===== config.mk =====
export PLATFORM = sky130hd
export DESIGN_NAME = pcs_tx_top
export DESIGN_NICKNAME = d
export VERILOG_FILES = /design/src/source/xgmii_pkg.sv /design/src/source/pcs_block_pkg.sv /design/src/source/control_lane_decoder.sv /design/src/source/block_encoder.sv /design/src/source/block_fifo.sv /design/src/source/block_scrambler.sv /design/src/source/pcs_tx_top.sv
export SDC_FILE = /design/constraint.sdc
export NUM_CORES = 1
export LEC_CHECK = 0
export ABC_AREA = 1
export BUFFER_PORTS_ARGS = -buffer_cell sky130_fd_sc_hd__buf_4
export CAP_MARGIN = 20
export CORE_ASPECT_RATIO = 0.5
export CORE_MARGIN = 1.5
export CORE_UTILIZATION = 38
export CTS_CLUSTER_DIAMETER = 30
export DETAILED_ROUTE_END_ITERATION = 7
export GPL_ROUTABILITY_DRIVEN = 0
export PLACE_DENSITY = 0.53
export REMOVE_ABC_BUFFERS = 1
export SETUP_SLACK_MARGIN = 0.1
export SYNTH_ARGS = -nofsm -noshare
export SYNTH_HDL_FRONTEND = slang
export SYNTH_SLANG_ARGS = --single-unit

===== constraint.sdc =====
create_clock -name CLK -period 12.1 [get_ports CLK]
set_clock_uncertainty 0.2 [all_clocks]
set_input_delay 3.025 -clock CLK [delete_from_list [all_inputs] [get_ports CLK]]
set_output_delay 3.025 -clock CLK [all_outputs]
set_load 0.01 [all_outputs]

===== src/source/xgmii_pkg.sv =====
package xgmii_pkg;

  localparam int lane_width = 8;
  localparam int lane_count = 8;

  typedef logic [6:0] ctl_code_t;

  // ordered sets are flagged apart from these.
  typedef enum logic [1:0] {
    kind_data,
    kind_ctrl,
    kind_start,
    kind_term
  } lane_kind_t;

  localparam logic [lane_width-1:0] char_idle    = 8'h07;
  localparam logic [lane_width-1:0] char_start   = 8'hfb;
  localparam logic [lane_width-1:0] char_term    = 8'hfd;
  localparam logic [lane_width-1:0] char_error   = 8'hfe;
  localparam logic [lane_width-1:0] char_order   = 8'h9c; // sequence ordered set.
  localparam logic [lane_width-1:0] char_fsig    = 8'h5c; // signal ordered set.
  localparam logic [lane_width-1:0] char_idle_r  = 8'h1c;
  localparam logic [lane_width-1:0] char_idle_a  = 8'h7c;
  localparam logic [lane_width-1:0] char_idle_k  = 8'hbc;
  localparam logic [lane_width-1:0] char_code_3c = 8'h3c;
  localparam logic [lane_width-1:0] char_code_dc = 8'hdc;
  localparam logic [lane_width-1:0] char_code_f7 = 8'hf7;

  // 7-bit codes carried in control blocks.
  localparam ctl_code_t ctl_idle   = 7'h00;
  localparam ctl_code_t ctl_idle_a = 7'h4b;
  localparam ctl_code_t ctl_idle_k = 7'h55;
  localparam ctl_code_t ctl_idle_r = 7'h2d;
  localparam ctl_code_t ctl_3c     = 7'h33;
  localparam ctl_code_t ctl_dc     = 7'h66;
  localparam ctl_code_t ctl_f7     = 7'h78;
  localparam ctl_code_t ctl_error  = 7'h1e;

endpackage


===== src/source/pcs_block_pkg.sv =====
package pcs_block_pkg;

  localparam int block_width   = 66;
  localparam int payload_width = 64;
  localparam int scram_width   = 58;

  // sync header in [1:0], type field in [9:2].
  typedef logic [block_width-1:0] block_t;
  typedef logic [7:0] block_type_t;

  localparam logic [1:0] sync_data = 2'b10;
  localparam logic [1:0] sync_ctrl = 2'b01;

  localparam logic [3:0] order_fsig = 4'hf;

  localparam block_type_t type_ctrl       = 8'h1e; // also the error block.
  localparam block_type_t type_ctrl_ord   = 8'h2d;
  localparam block_type_t type_ctrl_start = 8'h33;
  localparam block_type_t type_ord_start  = 8'h66;
  localparam block_type_t type_ord_ord    = 8'h55;
  localparam block_type_t type_start      = 8'h78;
  localparam block_type_t type_ord_ctrl   = 8'h4b;

  // indexed by terminate lane.
  localparam block_type_t type_term [8] = '{
    8'h87,
    8'h99,
    8'haa,
    8'hb4,
    8'hcc,
    8'hd2,
    8'he1,
    8'hff
  };

endpackage


===== src/source/control_lane_decoder.sv =====
`timescale 1ns/1ps

module control_lane_decoder (
  input  logic [xgmii_pkg::lane_width-1:0] lane_char,
  input  logic                             is_ctrl,
  output xgmii_pkg::lane_kind_t            lane_kind,
  output logic                             is_order,
  output logic                             is_fsig,
  output xgmii_pkg::ctl_code_t             ctl_code
);
  import xgmii_pkg::*;

  always_comb
  begin
    lane_kind = kind_ctrl;
    is_order = 1'b0;
    is_fsig = 1'b0;
    ctl_code = ctl_error; // unknown characters keep this.
    if (!is_ctrl)
    begin
      lane_kind = kind_data;
      ctl_code = ctl_idle;
    end
    else
      case (lane_char)
        char_start:   lane_kind = kind_start;
        char_term:    lane_kind = kind_term;
        char_order:   is_order = 1'b1;
        char_fsig:
        begin
          is_order = 1'b1;
          is_fsig = 1'b1;
        end
        char_idle:    ctl_code = ctl_idle;
        char_idle_a:  ctl_code = ctl_idle_a;
        char_idle_k:  ctl_code = ctl_idle_k;
        char_idle_r:  ctl_code = ctl_idle_r;
        char_code_3c: ctl_code = ctl_3c;
        char_code_dc: ctl_code = ctl_dc;
        char_code_f7: ctl_code = ctl_f7;
        default:      ctl_code = ctl_error;
      endcase
  end

endmodule


===== src/source/block_encoder.sv =====
`timescale 1ns/1ps

module block_encoder (
  input  logic                                                   CLK,
  input  logic                                                   reset,
  input  logic                                                   in_valid,
  input  logic [xgmii_pkg::lane_count*xgmii_pkg::lane_width-1:0] in_data,
  input  logic [xgmii_pkg::lane_count-1:0]                       in_ctrl,
  output logic                                                   blk_valid,
  output pcs_block_pkg::block_t                                  blk_block
);
  import xgmii_pkg::*;
  import pcs_block_pkg::*;

  localparam int code_w = $bits(ctl_code_t);
  // start and ordered sets are allowed at lanes 0 and 4 only.
  localparam logic [lane_count-1:0] off_lanes = 8'b1110_1110;

  lane_kind_t                   lane_kind [lane_count];
  logic [lane_count-1:0]        is_order;
  logic [lane_count-1:0]        is_fsig;
  logic [lane_count*code_w-1:0] codes;
  logic [lane_count-1:0]        data_l;
  logic [lane_count-1:0]        cntl_l;
  logic [lane_count-1:0]        term_l;
  logic [lane_count-1:0]        start_l;
  logic [lane_count-1:0]        term_fmt;
  logic                         pos_bad;
  logic [3:0]                   order0;
  logic [3:0]                   order4;
  logic [lane_count*code_w-1:0] term_field;
  block_type_t                  term_type;
  block_t                       blk_next;

  for (genvar i = 0; i < lane_count; i++)
  begin : g_lane
    localparam logic [lane_count-1:0] below = lane_count'((1 << i) - 1);
    localparam logic [lane_count-1:0] above = ~lane_count'((2 << i) - 1);

    control_lane_decoder decoder_i (
      .lane_char (in_data[i*lane_width +: lane_width]),
      .is_ctrl   (in_ctrl[i]),
      .lane_kind (lane_kind[i]),
      .is_order  (is_order[i]),
      .is_fsig   (is_fsig[i]),
      .ctl_code  (codes[i*code_w +: code_w])
    );

    assign data_l[i] = lane_kind[i] == kind_data;
    assign cntl_l[i] = lane_kind[i] == kind_ctrl && !is_order[i];
    assign term_l[i] = lane_kind[i] == kind_term;
    assign start_l[i] = lane_kind[i] == kind_start;
    // data below the terminate, control above it.
    assign term_fmt[i] = term_l[i] && &(data_l | ~below) && &(cntl_l | ~above);
  end

  assign pos_bad = |((start_l | is_order) & off_lanes);
  assign order0 = is_fsig[0] ? order_fsig : 4'h0;
  assign order4 = is_fsig[4] ? order_fsig : 4'h0;

  // data bytes sit at 8*lane, codes at 7*lane, padding between.
  always_comb
  begin
    term_type = type_term[0];
    term_field = '0;
    for (int t = 0; t < lane_count; t++)
      if (term_fmt[t])
      begin
        term_type = type_term[t];
        for (int i = 0; i < lane_count; i++)
          if (i < t)
            term_field[i*lane_width +: lane_width] = in_data[i*lane_width +: lane_width];
          else if (i > t)
            term_field[i*code_w +: code_w] = codes[i*code_w +: code_w];
      end
  end

  always_comb
  begin
    blk_next = {{lane_count{ctl_error}}, type_ctrl, sync_ctrl}; // error block.
    if (in_ctrl == '0)
      blk_next = {in_data, sync_data};
    else if (!pos_bad)
    begin
      if (&cntl_l)
        blk_next = {codes, type_ctrl, sync_ctrl};
      else if (&cntl_l[3:0] && is_order[4] && &data_l[7:5])
        blk_next = {in_data[63:40], order4, codes[27:0], type_ctrl_ord, sync_ctrl};
      else if (&cntl_l[3:0] && start_l[4] && &data_l[7:5])
        blk_next = {in_data[63:40], 4'h0, codes[27:0], type_ctrl_start, sync_ctrl};
      else if (is_order[0] && &data_l[3:1] && start_l[4] && &data_l[7:5])
        blk_next = {in_data[63:40], 4'h0, order0, in_data[31:8], type_ord_start, sync_ctrl};
      else if (is_order[0] && &data_l[3:1] && is_order[4] && &data_l[7:5])
        blk_next = {in_data[63:40], order4, order0, in_data[31:8], type_ord_ord, sync_ctrl};
      else if (start_l[0] && &data_l[7:1])
        blk_next = {in_data[63:8], type_start, sync_ctrl};
      else if (is_order[0] && &data_l[3:1] && &cntl_l[7:4])
        blk_next = {codes[55:28], order0, in_data[31:8], type_ord_ctrl, sync_ctrl};
      else if (|term_fmt)
        blk_next = {term_field, term_type, sync_ctrl};
    end
  end

  always_ff @(posedge CLK)
  begin
    if (reset)
      blk_valid <= 1'b0;
    else
      blk_valid <= in_valid;
    if (in_valid)
      blk_block <= blk_next;
  end

endmodule


===== src/source/block_fifo.sv =====
`timescale 1ns/1ps

module block_fifo #(
  parameter int DEPTH = 4,
  parameter int WIDTH = 66
) (
  input  logic             CLK,
  input  logic             reset,
  input  logic             wr_valid,
  input  logic [WIDTH-1:0] wr_data,
  output logic             fifo_valid,
  output logic [WIDTH-1:0] fifo_data,
  input  logic             pop,
  output logic             credit
);

  localparam int ptr_w = DEPTH > 1 ? $clog2(DEPTH) : 1;
  localparam int cnt_w = $clog2(DEPTH + 1);

  logic [WIDTH-1:0] mem [DEPTH];
  logic [ptr_w-1:0] rd_ptr;
  logic [ptr_w-1:0] wr_ptr;
  logic [cnt_w-1:0] count;
  logic             do_pop;

  function automatic logic [ptr_w-1:0] next_ptr(input logic [ptr_w-1:0] ptr);
    if (ptr == ptr_w'(DEPTH - 1))
      return '0;
    return ptr + 1'b1;
  endfunction

  assign fifo_valid = count != '0;
  assign fifo_data = mem[rd_ptr];
  assign do_pop = pop && fifo_valid;
  assign credit = do_pop; // one credit per freed slot.

  always_ff @(posedge CLK)
  begin
    if (reset)
    begin
      rd_ptr <= '0;
      wr_ptr <= '0;
      count <= '0;
    end
    else
    begin
      if (wr_valid)
        wr_ptr <= next_ptr(wr_ptr);
      if (do_pop)
        rd_ptr <= next_ptr(rd_ptr);
      if (wr_valid && !do_pop)
        count <= count + 1'b1;
      else if (!wr_valid && do_pop)
        count <= count - 1'b1;
    end
    // space is guaranteed by the upstream credits.
    if (wr_valid)
      mem[wr_ptr] <= wr_data;
  end

endmodule


===== src/source/block_scrambler.sv =====
`timescale 1ns/1ps

module block_scrambler #(
  parameter int OUT_CREDITS = 4
) (
  input  logic                  CLK,
  input  logic                  reset,
  input  logic                  fifo_valid,
  input  pcs_block_pkg::block_t fifo_block,
  output logic                  fifo_pop,
  input  logic                  out_credit,
  output logic                  out_valid,
  output pcs_block_pkg::block_t out_block
);
  import pcs_block_pkg::*;

  localparam int cnt_w = $clog2(OUT_CREDITS + 1);
  localparam int tap = 39; // x^39 term.
  localparam int chain_w = scram_width + payload_width;

  logic [cnt_w-1:0]       credits;
  logic [scram_width-1:0] state;
  // previous scrambled bits, then the new ones.
  logic [chain_w-1:0]     chain;

  assign fifo_pop = fifo_valid && credits != '0;

  always_comb
  begin
    chain = '0;
    chain[scram_width-1:0] = state;
    for (int i = 0; i < payload_width; i++)
      chain[scram_width + i] = fifo_block[2 + i] ^ chain[scram_width - tap + i] ^ chain[i];
  end

  always_ff @(posedge CLK)
  begin
    if (reset)
      credits <= cnt_w'(OUT_CREDITS);
    else if (fifo_pop && !out_credit)
      credits <= credits - 1'b1;
    else if (!fifo_pop && out_credit)
      credits <= credits + 1'b1;
  end

  always_ff @(posedge CLK)
  begin
    if (reset)
    begin
      out_valid <= 1'b0;
      state <= '0;
    end
    else
    begin
      out_valid <= fifo_pop;
      if (fifo_pop)
        state <= chain[chain_w-1 -: scram_width]; // last 58 scrambled bits.
    end
    if (fifo_pop)
      out_block <= {chain[chain_w-1 -: payload_width], fifo_block[1:0]};
  end

endmodule


===== src/source/pcs_tx_top.sv =====
`timescale 1ns/1ps

module pcs_tx_top #(
  parameter int DEPTH = 4,
  parameter int OUT_CREDITS = 4
) (
  input  logic                                                   CLK,
  input  logic                                                   reset,
  input  logic                                                   in_valid,
  input  logic [xgmii_pkg::lane_count*xgmii_pkg::lane_width-1:0] in_data,
  input  logic [xgmii_pkg::lane_count-1:0]                       in_ctrl,
  output logic                                                   in_credit,
  input  logic                                                   out_credit,
  output logic                                                   out_valid,
  output pcs_block_pkg::block_t                                  out_block
);
  import pcs_block_pkg::*;

  logic   blk_valid;
  block_t blk_block;
  logic   fifo_valid;
  block_t fifo_block;
  logic   fifo_pop;

  block_encoder block_encoder_i (
    .CLK       (CLK),
    .reset     (reset),
    .in_valid  (in_valid),
    .in_data   (in_data),
    .in_ctrl   (in_ctrl),
    .blk_valid (blk_valid),
    .blk_block (blk_block)
  );

  // its depth is also the source's initial credit count.
  block_fifo #(
    .DEPTH (DEPTH),
    .WIDTH (block_width)
  ) block_fifo_i (
    .CLK        (CLK),
    .reset      (reset),
    .wr_valid   (blk_valid),
    .wr_data    (blk_block),
    .fifo_valid (fifo_valid),
    .fifo_data  (fifo_block),
    .pop        (fifo_pop),
    .credit     (in_credit)
  );

  block_scrambler #(
    .OUT_CREDITS (OUT_CREDITS)
  ) block_scrambler_i (
    .CLK        (CLK),
    .reset      (reset),
    .fifo_valid (fifo_valid),
    .fifo_block (fifo_block),
    .fifo_pop   (fifo_pop),
    .out_credit (out_credit),
    .out_valid  (out_valid),
    .out_block  (out_block)
  );

endmodule


==> flow_summary.json <==
{
  "worstPathArrival_ns": 6.00,
  "worst_pin_slew_ns": 0.973,
  "port_buffers": 143,
  "totalWireLength_um": 69400,
  "initialDrtViolationCount": 1723,
  "grt_use_total": 0.222,
  "tns_ns": 0,
  "grt_pass1_vias": 16600,
  "post-synth-top-area-fraction": 0.520,
  "dpl_cell_area_mm2": 0.0247,
  "cts_tree": "built",
  "synthCells": 2363,
  "drt-pass1-iter-count": 6,
  "r2r_cells": 11,
  "cts-root-buf": "clkbuf_16",
  "syn_area_per_cell_um2": 9.68,
  "r2r_slack_ns": 8.16,
  "synth_area_mm2": 0.0229,
  "cts-hold-fix-buffers": 0,
  "ys.flop_type": "edfxtp_1",
  "routedWlPerCell_um": 20.4,
  "die_y_um": 176,
  "r2r_end": "block_scrambler_i.state[57]",
  "rsz0062_at_grt": "false",
  "slew_viol_final": 0,
  "slew-limit-headroom": 0.334,
  "yosys_warnings": 0,
  "worst_setup_path_end_kind": "flip-flop",
  "clk_pin_slew_worst_paths_ns": 0.05,
  "core_mm2": 0.0594,
  "min_to": "block_fifo_i.count[2]",
  "insertion_delay_ns": 0.60,
  "worstHoldStart": "block_fifo_i.count[2]",
  "grt_max_degree": 87,
  "dp_hpwl_um": 47500,
  "fin_crit_sh": 0.486,
  "drc": 0,
  "cts_buffers": 83,
  "fmaxAchievable_mhz": 170,
  "clkSinkCount": 468,
  "critPathLaunchType": "input port",
  "cp_max_fo": 29,
  "finalSetupViolCount": 0,
  "vias": 17900,
  "post_cts_resized": 0,
  "crit_start": "in_data[19]",
  "cts_max_level": 3,
  "grt_pass1_wl_um": 103000,
  "drive_above_1_share": 0.144,
  "clk_path_buf_depth": 3,
  "leakagePower_nw": 11.0,
  "floorplan.initialDensity": 0.385,
  "worst_hold_path_type": "flip-flop to flip-flop",
  "synth_area_leaders": "edfxtp_1, dfxtp_1, o21ai_0",
  "ant_nets": 0,
  "synthArstFlopShare": 0,
  "synth_edf_count": 396,
  "outcome": "completed",
  "area_growth_pct": 20.6,
  "rows": 63,
  "max-cap-violations": 0,
  "antenna_found_initial": 7,
  "ys_ff_latch": 468,
  "hold_viol": 0,
  "power_density_mw_per_mm2": 240,
  "whs_path_depth": 2,
  "die_area_mm2": 0.0618,
  "worstSetupPathType": "input port to flip-flop",
  "yosys.area.top_type": "edfxtp_1",
  "postCtsSetupBuffers": 0,
  "final_area_mm2": 0.0276,
  "layout.nets": 2600,
  "peakVddDrop_uv": 136,
  "dieWidth_um": 350,
  "grt-ovfl-total": 0,
  "viasPerCell": 5.27,
  "ys_seq_area_frac": 0.583,
  "period_needed_ns": 5.88,
  "io_pins": 144,
  "required_ns": 12.22,
  "yosys.cell_types.count": 59
}
[synth_stat cells (3+ instances only)]
cell and number:
buf_6 4, nand2_4 6, buf_2 21, buf_4 7, o22ai_1 77, inv_2 10, nand3_2 3, nor2_2 11
xor2_1 103, dfxtp_1 72, ha_1 7, a31oi_1 19, o211ai_1 31, o2111ai_1 5, nor2_1 321, xnor2_1 26
nand2_1 286, a21oi_1 141, nor4_1 15, nand4_1 31, o221ai_1 3, nor2_4 5, o21ai_1 15, clkbuf_1 61
o21ai_0 268, a211oi_1 3, nor3_1 29, buf_1 3, nand3_4 4, nand3_1 76, nor3_2 3, nand2_2 6
a22oi_2 3, inv_1 254, a22oi_1 12, edfxtp_1 396
[report_power, final]
group	leakage (nW)	internal, mW	switching, mW	total (mW)
Clock	1.38	1.54	0.849	2.39
Combinational	5.36	0.649	1.25	1.90
Sequential	4.30	2.17	0.163	2.33
Total	11.0	4.36	2.26	6.62
[layer usage]
metal	global-route usage	share of wire	vias to the layer above
li1	-	-	8549
met1	0.312	0.45	8582
met3	0.0449	0.074	122
met2	0.344	0.45	639
met4	0.0725	0.027	2
met5	0.00157	0.00019	-
[registers in the layout, summed over array words and instances, names as in the netlist, named ones only]
name and count:
block_scrambler_i.out_valid 1, block_encoder_i.blk_valid 1, block_fifo_i.count 3, block_fifo_i.rd_ptr 2, block_scrambler_i.credits 3, block_fifo_i.mem 264
block_scrambler_i.state 58, block_encoder_i.blk_block 66, block_fifo_i.wr_ptr 2, block_scrambler_i.out_block 66
[through the flow]
step	power, mW	util	hold slack (ns)	setup WS, ns	instances
6_report	6.62	0.465	0.277	6.22	3397
5_1_grt	6.95	0.465	0.292	6.01	3395
4_1_cts	6.68	0.465	0.275	6.32	3395
3_5_place_dp	4.28	0.416	0.268	5.72	3242
3_3_place_gp	4.26	0.416	0.261	5.72	3242
2_1_floorplan	3.52	-	0.248	4.83	2267
[cell families (layout without fill, tap and decap cells)]
group / after synthesis / after routing / synth area share
buf+inv: 365 / 585 / 0.0639
simple gates: 802 / 802 / 0.154
flops: 468 / 468 / 0.583
other cells: 0 / 2 / 0
fa+ha+maj: 9 / 9 / 0.00558
compound gates: 590 / 590 / 0.145
xor+xnor: 129 / 129 / 0.0494
[cell usage in the layout, fill, tap and decap left out, types with 31 or more instances in the layout]
cell type / Yosys / routed
inv_1: 254 / 248
a21oi_1: 141 / 141
o21ai_0: 268 / 268
o211ai_1: 31 / 31
nand2_1: 286 / 285
xor2_1: 103 / 103
buf_4: 7 / 163
nand3_1: 76 / 76
edfxtp_1: 396 / 396
nand4_1: 31 / 31
dfxtp_1: 72 / 70
o22ai_1: 77 / 77
nor2_1: 321 / 320
clkbuf_16: 0 / 84
[critical path, stage by stage]
cell and delay (ns):
buf_4 0.13, nand2_1 0.07, nor2_2 0.14, nand2_2 0.11, nor3_2 0.19, nand2_1 0.20, nand2_1 0.19, nor2_1 0.07
nand2_1 0.10, nor2_4 0.07, inv_2 0.06, nor2_2 0.03, buf_4 0.24, nor2_4 0.54, inv_1 0.43, o211ai_1 0.28
o211ai_1 0.12
[how the worst max path moves through the flow]
stage,cells after the start,to,slack [ns]
finish,17,block_encoder_i.blk_block[31],6.22
floorplan,12,block_encoder_i.blk_block[10],4.83
global route,17,block_encoder_i.blk_block[25],6.01
global placement,17,block_encoder_i.blk_block[31],5.72
CTS,14,block_encoder_i.blk_block[10],6.32
detailed placement,17,block_encoder_i.blk_block[31],5.72
[cell type report]
type,count,area [µm²]
Multi-Input combinational cell,1530,8080
Clock inverter,63,766
Tap cell,812,1020
Timing Repair Buffer,163,1220
Fill cell,5533,31800
Inverter,269,1030
Antenna cell,2,5.00
Clock buffer,90,2120
Sequential cell,468,13300
Note: power is estimated with default switching activity, not from simulation.
